$ cat config.mk
export PLATFORM = sky130hd
export DESIGN_NAME = graph_query_top
export DESIGN_NICKNAME = d
export VERILOG_FILES = /design/src/graph_pkg.sv /design/src/graph_query_top.sv /design/src/neighbor_reply_collector.sv /design/src/adjacency_map.sv /design/src/edge_stream_decoder.sv
export SDC_FILE = /design/constraint.sdc
export NUM_CORES = 2
export LEC_CHECK = 0
export BUFFER_PORTS_ARGS = -buffer_cell sky130_fd_sc_hd__buf_2
export CAP_MARGIN = 40
export CELL_PAD_IN_SITES_DETAIL_PLACEMENT = 1
export CELL_PAD_IN_SITES_GLOBAL_PLACEMENT = 1
export CORE_MARGIN = 1.5
export CORE_UTILIZATION = 37
export CTS_CLUSTER_SIZE = 25
export DETAILED_ROUTE_END_ITERATION = 8
export PLACE_DENSITY_LB_ADDON = 0.3
export SYNTH_ARGS = -nofsm -noshare
export SYNTH_HDL_FRONTEND = slang
export SYNTH_SLANG_ARGS = --single-unit
$ cat constraint.sdc
create_clock -name clk -period 11.7 [get_ports clk]
set_input_delay 3.51 -clock clk [delete_from_list [all_inputs] [get_ports clk]]
set_output_delay 3.51 -clock clk [all_outputs]
set_load 0.01 [all_outputs]
$ cat src/graph_pkg.sv
package graph_pkg;

    localparam int stream_word_width  = 32;
    localparam int stream_node_width  = 16;  // limits max_nodes to 2**16.
    localparam int stream_count_width = 15;

    localparam logic tag_header = 1'b1;
    localparam logic tag_edge   = 1'b0;

    // one stream word, either a header or an edge.
    typedef union packed {
        struct packed {
            logic                          tag;    // tag_header.
            logic [stream_count_width-1:0] count;  // edge words that follow.
            logic [stream_node_width-1:0]  node;   // source node.
        } hdr;
        struct packed {
            logic                                            tag;     // tag_edge.
            logic [stream_word_width-stream_node_width-2:0]  unused;
            logic [stream_node_width-1:0]                    node;    // destination node.
        } edg;
    } edge_word_u;

endpackage
$ cat src/graph_query_top.sv
`timescale 1ns/100ps

module graph_query_top #(
    parameter int max_nodes = 64,
    parameter int max_edges = 256
) (
    input  logic                                    clk,
    input  logic                                    rst,
    input  logic                                    word_valid,
    input  graph_pkg::edge_word_u                   word,
    input  logic                                    stream_end,
    input  logic                                    query_valid,
    input  logic [$clog2(max_nodes)-1:0]            query_data,
    input  logic                                    out_ready,
    output logic                                    protocol_error,
    output logic                                    decoding_done,
    output logic                                    query_ready,
    output logic                                    out_valid,
    output logic [graph_pkg::stream_node_width-1:0] out_node,
    output logic                                    out_last,
    output logic                                    out_empty,
    output logic [$clog2(max_edges+1)-1:0]          out_degree
);
    import graph_pkg::*;

    localparam int node_width = $clog2(max_nodes);

    logic                         src_node_valid;
    logic                         edge_valid;
    logic [node_width-1:0]        src_node;
    logic [node_width-1:0]        dst_node;
    logic                         reply_valid;
    logic                         reply_ready;
    logic [node_width-1:0]        reply_data;
    logic                         reply_last;
    logic                         reply_no_edges_found;
    logic [stream_node_width-1:0] reply_node;

    edge_stream_decoder #(
        .max_nodes      (max_nodes)
    ) u_decoder (
        .clk            (clk),
        .rst            (rst),
        .word_valid     (word_valid),
        .word           (word),
        .stream_end     (stream_end),
        .src_node_valid (src_node_valid),
        .edge_valid     (edge_valid),
        .src_node       (src_node),
        .dst_node       (dst_node),
        .decoding_done  (decoding_done),
        .protocol_error (protocol_error)
    );

    adjacency_map #(
        .max_nodes            (max_nodes),
        .max_edges            (max_edges)
    ) u_map (
        .clk                  (clk),
        .rst                  (rst),
        .decoding_done        (decoding_done),
        .edge_valid           (edge_valid),
        .src_node_valid       (src_node_valid),
        .src_node             (src_node),
        .dst_node             (dst_node),
        .query_ready          (query_ready),
        .query_valid          (query_valid),
        .query_data           (query_data),
        .reply_last           (reply_last),
        .reply_ready          (reply_ready),
        .reply_valid          (reply_valid),
        .reply_data           (reply_data),
        .reply_no_edges_found (reply_no_edges_found)
    );

    // replies leave at the stream's node width.
    assign reply_node = stream_node_width'(reply_data);

    neighbor_reply_collector #(
        .max_edges            (max_edges)
    ) u_collector (
        .clk                  (clk),
        .rst                  (rst),
        .reply_valid          (reply_valid),
        .reply_data           (reply_node),
        .reply_last           (reply_last),
        .reply_no_edges_found (reply_no_edges_found),
        .out_ready            (out_ready),
        .reply_ready          (reply_ready),
        .out_valid            (out_valid),
        .out_node             (out_node),
        .out_last             (out_last),
        .out_empty            (out_empty),
        .out_degree           (out_degree)
    );

endmodule

$ cat src/neighbor_reply_collector.sv
`timescale 1ns/100ps

module neighbor_reply_collector #(
    parameter int max_edges = 256
) (
    input  logic                                  clk,
    input  logic                                  rst,
    input  logic                                  reply_valid,
    input  logic [graph_pkg::stream_node_width-1:0] reply_data,
    input  logic                                  reply_last,
    input  logic                                  reply_no_edges_found,
    input  logic                                  out_ready,
    output logic                                  reply_ready,
    output logic                                  out_valid,
    output logic [graph_pkg::stream_node_width-1:0] out_node,
    output logic                                  out_last,
    output logic                                  out_empty,
    output logic [$clog2(max_edges+1)-1:0]        out_degree
);

    localparam int degree_width = $clog2(max_edges + 1);

    logic                    reply_take;
    logic                    out_take_last;
    logic [degree_width-1:0] beat_count;
    logic [degree_width-1:0] count_base;
    logic [degree_width-1:0] beat_inc;

    // accept when the register is empty or drains this cycle.
    assign reply_ready   = !out_valid || out_ready;
    assign reply_take    = reply_valid && reply_ready;
    assign out_take_last = out_valid && out_ready && out_last;

    // a finished list restarts the count even when the next list starts now.
    assign count_base = out_take_last ? '0 : beat_count;
    assign beat_inc   = reply_no_edges_found ? '0 : degree_width'(1);

    always_ff @(posedge clk) begin
        if (rst) begin
            out_valid  <= 1'b0;
            out_last   <= 1'b0;
            beat_count <= '0;
        end else begin
            if (reply_take) begin
                out_valid  <= 1'b1;
                out_last   <= reply_last;
                beat_count <= count_base + beat_inc;
            end else begin
                beat_count <= count_base;
                if (out_ready) begin
                    out_valid <= 1'b0;
                    out_last  <= 1'b0;
                end
            end
        end
    end

    always_ff @(posedge clk) begin
        if (reply_take) begin
            out_node  <= reply_data;
            out_empty <= reply_no_edges_found;
            if (reply_last) begin
                out_degree <= count_base + beat_inc;  // zero for an empty node.
            end
        end
    end

endmodule

$ cat src/adjacency_map.sv
`timescale 1ns/100ps

module adjacency_map #(
    parameter int max_nodes = 64,
    parameter int max_edges = 256
) (
    input  logic                         clk,
    input  logic                         rst,
    input  logic                         decoding_done,
    input  logic                         edge_valid,
    input  logic                         src_node_valid,
    input  logic [$clog2(max_nodes)-1:0] src_node,
    input  logic [$clog2(max_nodes)-1:0] dst_node,
    output logic                         query_ready,
    input  logic                         query_valid,
    input  logic [$clog2(max_nodes)-1:0] query_data,
    output logic                         reply_last,
    input  logic                         reply_ready,
    output logic                         reply_valid,
    output logic [$clog2(max_nodes)-1:0] reply_data,
    output logic                         reply_no_edges_found
);

    localparam int node_width     = $clog2(max_nodes);
    localparam int edge_ptr_width = $clog2(max_edges);

    localparam logic [1:0] st_wait_done  = 2'd0;
    localparam logic [1:0] st_wait_query = 2'd1;
    localparam logic [1:0] st_set_ptr    = 2'd2;
    localparam logic [1:0] st_return     = 2'd3;

    // index entry is {first pointer, last pointer}.
    logic [2*edge_ptr_width-1:0] node_index [max_nodes];
    logic [node_width-1:0]       dst_list [max_edges];
    logic [max_nodes-1:0]        has_edges;

    logic [edge_ptr_width-1:0] wr_ptr;
    logic [edge_ptr_width-1:0] base_ptr;
    logic [edge_ptr_width-1:0] rd_ptr;
    logic [edge_ptr_width-1:0] last_ptr;
    logic                      query_has_edges;
    logic                      fetch;
    logic [1:0]                state;
    logic [1:0]                state_next;
    logic                      query_take;
    logic                      reply_take;
    logic                      advance;

    always_ff @(posedge clk) begin
        if (rst) begin
            wr_ptr    <= '0;
            base_ptr  <= '0;
            has_edges <= '0;
        end else if (src_node_valid) begin
            base_ptr <= wr_ptr;  // first edge of the new list.
        end else if (edge_valid) begin
            wr_ptr              <= wr_ptr + 1'b1;
            has_edges[src_node] <= 1'b1;
        end
    end

    always_ff @(posedge clk) begin
        if (edge_valid) begin
            node_index[src_node] <= {base_ptr, wr_ptr};
            dst_list[wr_ptr]     <= dst_node;
        end
    end

    always_ff @(posedge clk) begin
        if (rst) begin
            state <= st_wait_done;
        end else begin
            state <= state_next;
        end
    end

    always_comb begin
        state_next = state;
        case (state)
            st_wait_done: begin
                if (decoding_done) begin
                    state_next = st_wait_query;
                end
            end
            st_wait_query: begin
                if (query_valid) begin
                    state_next = st_set_ptr;
                end
            end
            st_set_ptr: begin
                state_next = st_return;
            end
            st_return: begin
                if (reply_take && reply_last) begin
                    state_next = st_wait_query;
                end
            end
            default: begin
                state_next = st_wait_done;
            end
        endcase
    end

    assign query_ready = (state == st_wait_query);
    assign query_take  = query_valid && query_ready;
    assign reply_take  = reply_valid && reply_ready;
    assign advance     = reply_take && !reply_last && (state == st_return);

    // read pointer holds while the reply waits for reply_ready.
    always_ff @(posedge clk) begin
        if (rst) begin
            rd_ptr          <= '0;
            last_ptr        <= '0;
            query_has_edges <= 1'b0;
        end else if (query_take) begin
            query_has_edges <= has_edges[query_data];
            if (has_edges[query_data]) begin
                {rd_ptr, last_ptr} <= node_index[query_data];
            end else begin
                rd_ptr   <= '0;
                last_ptr <= '0;
            end
        end else if (advance) begin
            rd_ptr <= rd_ptr + 1'b1;
        end
    end

    always_ff @(posedge clk) begin
        if (rst) begin
            fetch <= 1'b0;
        end else begin
            fetch <= query_take || advance;  // one list read per beat.
        end
    end

    always_ff @(posedge clk) begin
        if (fetch) begin
            reply_data <= query_has_edges ? dst_list[rd_ptr] : '0;
        end
    end

    always_ff @(posedge clk) begin
        if (rst) begin
            reply_valid          <= 1'b0;
            reply_last           <= 1'b0;
            reply_no_edges_found <= 1'b0;
        end else if (fetch) begin
            reply_valid          <= 1'b1;
            reply_last           <= !query_has_edges || (rd_ptr == last_ptr);
            reply_no_edges_found <= !query_has_edges;
        end else if (reply_take) begin
            reply_valid <= 1'b0;
            reply_last  <= 1'b0;
        end
    end

endmodule

$ cat src/edge_stream_decoder.sv
`timescale 1ns/100ps

module edge_stream_decoder #(
    parameter int max_nodes = 64
) (
    input  logic                         clk,
    input  logic                         rst,
    input  logic                         word_valid,
    input  graph_pkg::edge_word_u        word,
    input  logic                         stream_end,
    output logic                         src_node_valid,
    output logic                         edge_valid,
    output logic [$clog2(max_nodes)-1:0] src_node,
    output logic [$clog2(max_nodes)-1:0] dst_node,
    output logic                         decoding_done,
    output logic                         protocol_error
);
    import graph_pkg::*;

    localparam int node_width = $clog2(max_nodes);

    logic [stream_count_width-1:0] edges_left;
    logic                          is_header;
    logic                          is_edge;
    logic                          late_word;
    logic                          bad_header;
    logic                          bad_edge;
    logic                          take_header;
    logic                          take_edge;

    // the tag decides which view of the word is valid.
    assign late_word   = word_valid && decoding_done;
    assign is_header   = word_valid && !decoding_done && (word.hdr.tag == tag_header);
    assign is_edge     = word_valid && !decoding_done && (word.edg.tag == tag_edge);
    assign bad_header  = is_header && (edges_left != '0);  // previous list still open.
    assign bad_edge    = is_edge && (edges_left == '0);    // no open header.
    assign take_header = is_header && !bad_header;
    assign take_edge   = is_edge && !bad_edge;

    always_ff @(posedge clk) begin
        if (rst) begin
            edges_left     <= '0;
            src_node_valid <= 1'b0;
            edge_valid     <= 1'b0;
        end else begin
            src_node_valid <= 1'b0;
            edge_valid     <= 1'b0;
            if (take_header) begin
                edges_left     <= word.hdr.count;
                src_node_valid <= (word.hdr.count != '0);  // empty lists get no entry.
            end else if (take_edge) begin
                edges_left <= edges_left - 1'b1;
                edge_valid <= 1'b1;
            end
        end
    end

    // source node is held across all edge words of its list.
    always_ff @(posedge clk) begin
        if (take_header) begin
            src_node <= word.hdr.node[node_width-1:0];
        end
        if (take_edge) begin
            dst_node <= word.edg.node[node_width-1:0];
        end
    end

    always_ff @(posedge clk) begin
        if (rst) begin
            decoding_done  <= 1'b0;
            protocol_error <= 1'b0;
        end else begin
            if (stream_end) begin
                decoding_done <= 1'b1;  // sticky until reset.
            end
            if (late_word || bad_header || bad_edge) begin
                protocol_error <= 1'b1;
            end
        end
    end

endmodule

* After elaboration in Yosys (flattened, before gate mapping)
Memory sizes are Yosys's and may differ from the RTL's. A register that Yosys moved wholly into a read port is not among the register bits.
Index checks and enable logic that the tools add are counted.
** Operators by class
- $add $sub $neg :: 4
- Magnitude comparators :: 3
- Eq/ne operators :: 7
- Mux-type cells :: 26
- Bitwise operators :: 4
- Reduce and logical (&&, ||, !) cells :: 41
** Operator list (number)
- $or 64x64->64 :: 1
- $mux 8 :: 4
- $mux 15 :: 2
- $reduce_bool 15->1 :: 2
- $mux 9 :: 2
- $add 8x1->8 const B :: 2
- $logic_and 1x1->1 :: 16
- $logic_not 15->1 :: 1
- $sub 15x1->15 const B :: 1
- $lt 6x7->1 const B :: 2
- $mux 1 :: 12
- $add 9x9->9 :: 1
- $eq 8x8->1 :: 1
- $pmux 2 s4 :: 1
- $reduce_bool 2->1 :: 4
- $logic_not 1->1 :: 7
- $bmux 1 s6 :: 1
- $demux 1 s6 :: 1
- $ge 6x1->1 const B :: 1
- $mux 2 :: 3
- $logic_or 1x1->1 :: 5
- $eq 2x2->1 const B :: 2
- $ne 2x2->1 const B :: 2
- $reduce_and 2->1 :: 2
- other kinds (6) :: 9
** Word-level totals
- Register bits after elaboration :: 161
- Memory bits (writable) :: 2560
- Input port bits :: 44
- Output and inout bits :: 31
- Logic and storage cells :: 111
- Memories :: 2
** Memory list
- u_map.dst_list :: depth 256, width 6, read ports 1, clocked after Yosys merged registers in 1, write ports 1, line adjacency_map.sv:34 : logic [node_width-1:0] dst_list [max_edges];
- u_map.node_index :: depth 64, width 16, read ports 1, clocked after Yosys merged registers in 0, write ports 1, line adjacency_map.sv:33 : logic [2*edge_ptr_width-1:0] node_index [max_nodes];

* Depth between registers and ports, before layout
- Word-level depth :: 8
- Depth in mapped cells :: 13
- Depth with buffers taken out :: 9

* Cells and area by module
Synthesis repeated with hierarchy kept, for this count alone.
** Second synthesis, totals
- Cells, all modules :: 5123
- Area total of the unflattened synthesis :: 106525.9 um^2
** Modules (own cells, without submodules)
- adjacency_map :: times used 1, cells an instance 4869, area each 103646.9 um^2, seq. area each 79115.9 um^2
- edge_stream_decoder :: times used 1, cells an instance 141, area each 1442.6 um^2, seq. area each 740.7 um^2
- neighbor_reply_collector :: times used 1, cells an instance 112, area each 1432.6 um^2, seq. area each 1001.0 um^2
- graph_query_top :: times used 1, cells an instance 1, area each 3.8 um^2, seq. area each 0.0 um^2

* Worst setup path after synthesis
OpenSTA, ideal clock, no wires.
- Path kind :: input port to flip-flop
- Start point :: in query_data[1]
- End point :: reg u_map.rd_ptr[2]
- Setup time :: 0.115 ns
- Data arrival time :: 5.542 ns
- Required time :: 11.585 ns
- Slack :: 6.043 ns
- Cell stages on the path :: 10
- Buffers on the path :: 4
- Path through :: buf_2 > buf_2 > clkbuf_1 > clkbuf_1 > mux4_2 > a22oi_1 > nand2_1 > a22oi_1 > a21oi_1 > o21ba_2
** On the way
- Word-level cells in the longest chain between the ends :: 4
- Elaborated cells on any way between the ends :: 5
- Those cells by class :: 4 x mux; 1 x memory
** Ends and longest elaborated chain
- start, declared :: line graph_query_top.sv:13 : input logic [$clog2(max_nodes)-1:0] query_data,
- $bmux 1 s6 :: line adjacency_map.sv:117 : if (has_edges[query_data]) begin
- $mux 1 (implied by the code) :: line adjacency_map.sv:117
- $mux 8 * :: line adjacency_map.sv:117
- $mux 8 * :: line adjacency_map.sv:115 : end else if (query_take) begin
- end signal, assigned :: line adjacency_map.sv:118 : {rd_ptr, last_ptr} <= node_index[query_data];
- end signal, assigned :: line adjacency_map.sv:124 : rd_ptr <= rd_ptr + 1'b1;
- end, declared :: line adjacency_map.sv:39 : logic [edge_ptr_width-1:0] rd_ptr;
Mark *: on every way between the ends. The rest lies on a longest branch, timed or not. The select of a mux whose other input is x is not followed.
A chain may end at the register's enable or synchronous reset.

* Worst setup path after layout
Ends and elaborated chain as after synthesis.

==> flow_summary_export.csv <==
group,metric,value,unit
power,power,23.06,mW
critical_path,crit_family,"compound AO/OA/AOI/OAI gates",
global_routing,gr-total-overflow,0,
global_routing,grt_usage,0.1837,
timing,finalClockSkew,0.07537,ns
placement,dp_hpwl,157300,um
power,switching_share,0.2444,
synth,avgSynthCellArea,20.85,sq um
timing,timing.setup.tns,0,ns
timing,finalCriticalPeriod,6.400,ns
critical_path,worstSetupPathType,"in2reg",
placement,routabilityCongestion,0.7650,
critical_path,worst_ep_required_time,12.43,ns
layout,fill_cells,26405,
synth,synthCells,5064,
global_routing,grt_pass1_vias,54115,
clock_tree,cts_buffers,294,
clock_tree,cts_tree,"built",
synth,seq_area_frac_synth,0.7630,
synth,synth_edf_count,2594,
clock_tree,cts_num_sinks,2727,
clock_tree,holdBufCountCts,0,
critical_path,slowest_delay,0.67,ns
placement,dpl-instance-area,0.1111,sq mm
placement,dp.cells,8760,
timing,fmax,156.2,MHz
synth,yosys-top-cells-area,"edfxtp_1 74%, mux4_2 16%, dfxtp_1 2.5%",
layout,final_common_cell,"edfxtp_1",
global_routing,antenna_found_initial,8,
power,peakVddDrop,0.0001233,V
detailed_routing,routed_wirelength,266000,um
critical_path,crit_buf_inv,2,
critical_path,crit_path_end,"u_map.rd_ptr[2]",
global_routing,grt_max_degree,248,
layout,area_delta_synth_final,14.06,%
clock_tree,root_buffer,"clkbuf_16",
critical_path,r2r_slack,7.35,ns
timing,worst_pin_slew,1.438,ns
detailed_routing,dr_total_vias,51502,
floorplan,num_rows,195,
synth,synth.distinct_cells,65,
critical_path,startpoint,"query_data[1]",
synth,synth-main-ff-cell,"edfxtp_1",
timing,slew_viol_final,0,
detailed_routing,dr.pass1.iters,5,
power,p_comb_frac,0.127,
placement,port_buffers,54,
critical_path,reg2reg_to,"u_map.reply_data[2]",
power,p_leak,37.06,nW
hold_path,whs_path_depth,0,
placement,place_ws,4.519,ns
critical_path,cp.arrival,7.14,ns
power,power_frac_seq,0.481,
power,powerDensity,191.5,mW/mm^2
layout,final_layout_size_suffix_gt1_frac,0.2622,
critical_path,crit_path_top_delay_cell,"buf_12",
floorplan,die_x,537.2,um
floorplan,die_h,537.2,um
clock_tree,cts_max_path_buffers,4,
synth,syn-cell-area,0.1056,sq mm
clock_tree,cts_setup_buffers,0,
layout,fin_util,0.4255,
detailed_routing,drc,0,
detailed_routing,drt-wirelength-per-cell,28.67,um
power,p_sw,5.635,mW
critical_path,start_kind,"primary input",
floorplan,initial_utilization,0.3730,
detailed_routing,via_per_inst,5.552,
global_routing,grt_pass1_wl,387700,um
synth,synth_top_area_cell,"edfxtp_1",
timing,hold_slack,0.3979,ns
layout,ff_latch_area,0.08059,sq mm
critical_path,regToRegStartpoint,"u_map.rd_ptr[1]",
detailed_routing,ant_nets,0,
critical_path,critical_path.cell_chain,"buf_8 -> buf_12 -> mux4_2 -> a22oi_1 -> nand2_1 -> a22oi_1 -> a21oi_1 -> o21ba_2",
layout,multi_input_area,0.02350,sq mm
detailed_routing,drtIter0Drc,5008,
run,cap_violations,0,
critical_path,rr_worst_depth,9,
synth,ys.warnings.count,0,
synth,synthArstFlopShare,0,
layout,design_area,0.1204,sq mm
timing,finalSetupViolCount,0,
critical_path,end_kind,"flop",
clock_tree,h-tree-depth,5,
critical_path,cp.depth,8,
timing,worst_slack,5.300,ns
clock_tree,path_clk_slew,0.06,ns
timing,rsz0062_at_grt,"no",
timing,hold_violations,0,
floorplan,die_area,0.2886,sq mm
layout,mostFrequentLayoutCells,"2594 x edfxtp_1, 731 x mux4_2, 449 x nor2_1, 303 x clkbuf_16, 158 x a22oi_1",
timing,period_share,0.5470,
clock_tree,cts_resized,0,
critical_path,cp_common_cell,"a22oi_1",
floorplan,num_io_pins,75,
run_status,outcome,"complete, no violations",
synth,ys_ff_latch,2727,
hold_path,hp-class,"reg2reg",
layout,stdcell_count,9276,
clock_tree,clkLatencyLatePin,0.88,ns
critical_path,critPathMaxFanout,126,
timing,relSlewSlack,0.04163,
power,p_int,17.42,mW
floorplan,placeableCoreArea,0.2830,sq mm
synth,yosysTopAreaCellShare,0.7378,
layout,final_nets,5372,
power,p_clk_frac,0.392,
flip-flops by register name (all words and copies together) (netlist names), 2 cells and up:
name,flops
u_decoder.edges_left,15
u_map.has_edges,64
u_decoder.dst_node,6
u_map.last_ptr,8
u_map.state,2
u_collector.out_degree,9
u_map.dst_list,1536
u_collector.out_node,6
u_map.base_ptr,8
u_map.rd_ptr,8
u_map.node_index,1024
u_decoder.src_node,6
u_map.wr_ptr,8
u_collector.beat_count,9
u_map.reply_data,6
layer usage:
metal | up-vias | global-route usage | wire length [um] | share of wire
li1 | 21449 | - | - | -
met1 | 27941 | 0.2605 | 114900 | 0.43
met2 | 1718 | 0.2871 | 125000 | 0.47
met3 | 392 | 0.03856 | 19000 | 0.071
met4 | 2 | 0.05158 | 6985 | 0.026
met5 | - | 0 | 17 | 0.000064
cell type report:
type	instances	share of cell area
antenna	2	0.00004156
clock buffer	368	0.06549
clock inverter	143	0.01115
inverter	24	0.0007897
multi-input combinational	2017	0.1952
sequential	2727	0.6693
tap	3743	0.03889
timing repair buffer	252	0.01919
synthesized netlist by cell type (3+ instances only):
library cell	count
xnor2_1	15
buf_4	23
a21o_1	14
clkbuf_1	164
o221ai_1	4
edfxtp_1	2594
nand3b_1	5
or2_2	6
a21oi_1	108
a2111oi_0	4
dfxtp_1	133
o221a_2	3
buf_2	65
nor2_1	461
o22ai_1	33
nor4_1	18
nor3_1	23
nand2b_1	10
mux2_2	13
a211oi_1	10
mux2i_1	28
a22oi_1	158
o21ai_0	17
nand2_1	155
inv_1	22
a221oi_1	11
ha_1	12
xor2_1	18
buf_6	24
and3_1	7
nand4_1	14
nand3_1	34
nor3b_1	4
a32oi_1	5
buf_1	27
o211ai_1	4
or3_1	6
mux4_2	731
and2_1	26
nor2b_1	20
worst reg2reg max path, cell delays in order (launching register included):
cell     delay (ns)
dfxtp_4        0.60
buf_12         0.29
buf_4          0.33
buf_16         0.31
buf_4          0.71
mux4_2         0.55
mux4_2         0.51
o22ai_1        0.46
nor4_1         0.14
a22o_1         0.25
cells by family after synthesis:
group,share of synthesized area
buf+inv,0.01521
mux,0.1600
other cells,0.00003552
simple gates,0.03235
compound gates,0.02524
fa+ha+maj,0.001422
xor+xnor,0.002738
flops,0.7630
worst min path at each step:
stage,start,to,slack (ns)
after floorplan,u_map.reply_data[0],u_collector.out_node[0],0.40
after global placement,u_map.reply_data[5],u_collector.out_node[5],0.41
after detailed placement,u_map.reply_data[4],u_collector.out_node[4],0.41
after CTS,u_map.reply_data[5],u_collector.out_node[5],0.39
after global routing,u_map.reply_data[5],u_collector.out_node[5],0.41
final,u_map.reply_data[5],u_collector.out_node[5],0.40
power groups by stage:
| stage | clock, mW | combinational (mW) | sequential (mW) |
|---|---|---|---|
| after floorplan | 0 | 1.80 | 11.5 |
| after global placement | 0 | 2.82 | 11.3 |
| after detailed placement | 0 | 2.95 | 11.3 |
| after CTS | 9.22 | 2.96 | 11.1 |
| after global routing | 9.54 | 3.12 | 11.1 |
| final | 9.04 | 2.92 | 11.1 |
Power figures use the tool's default switching activity.
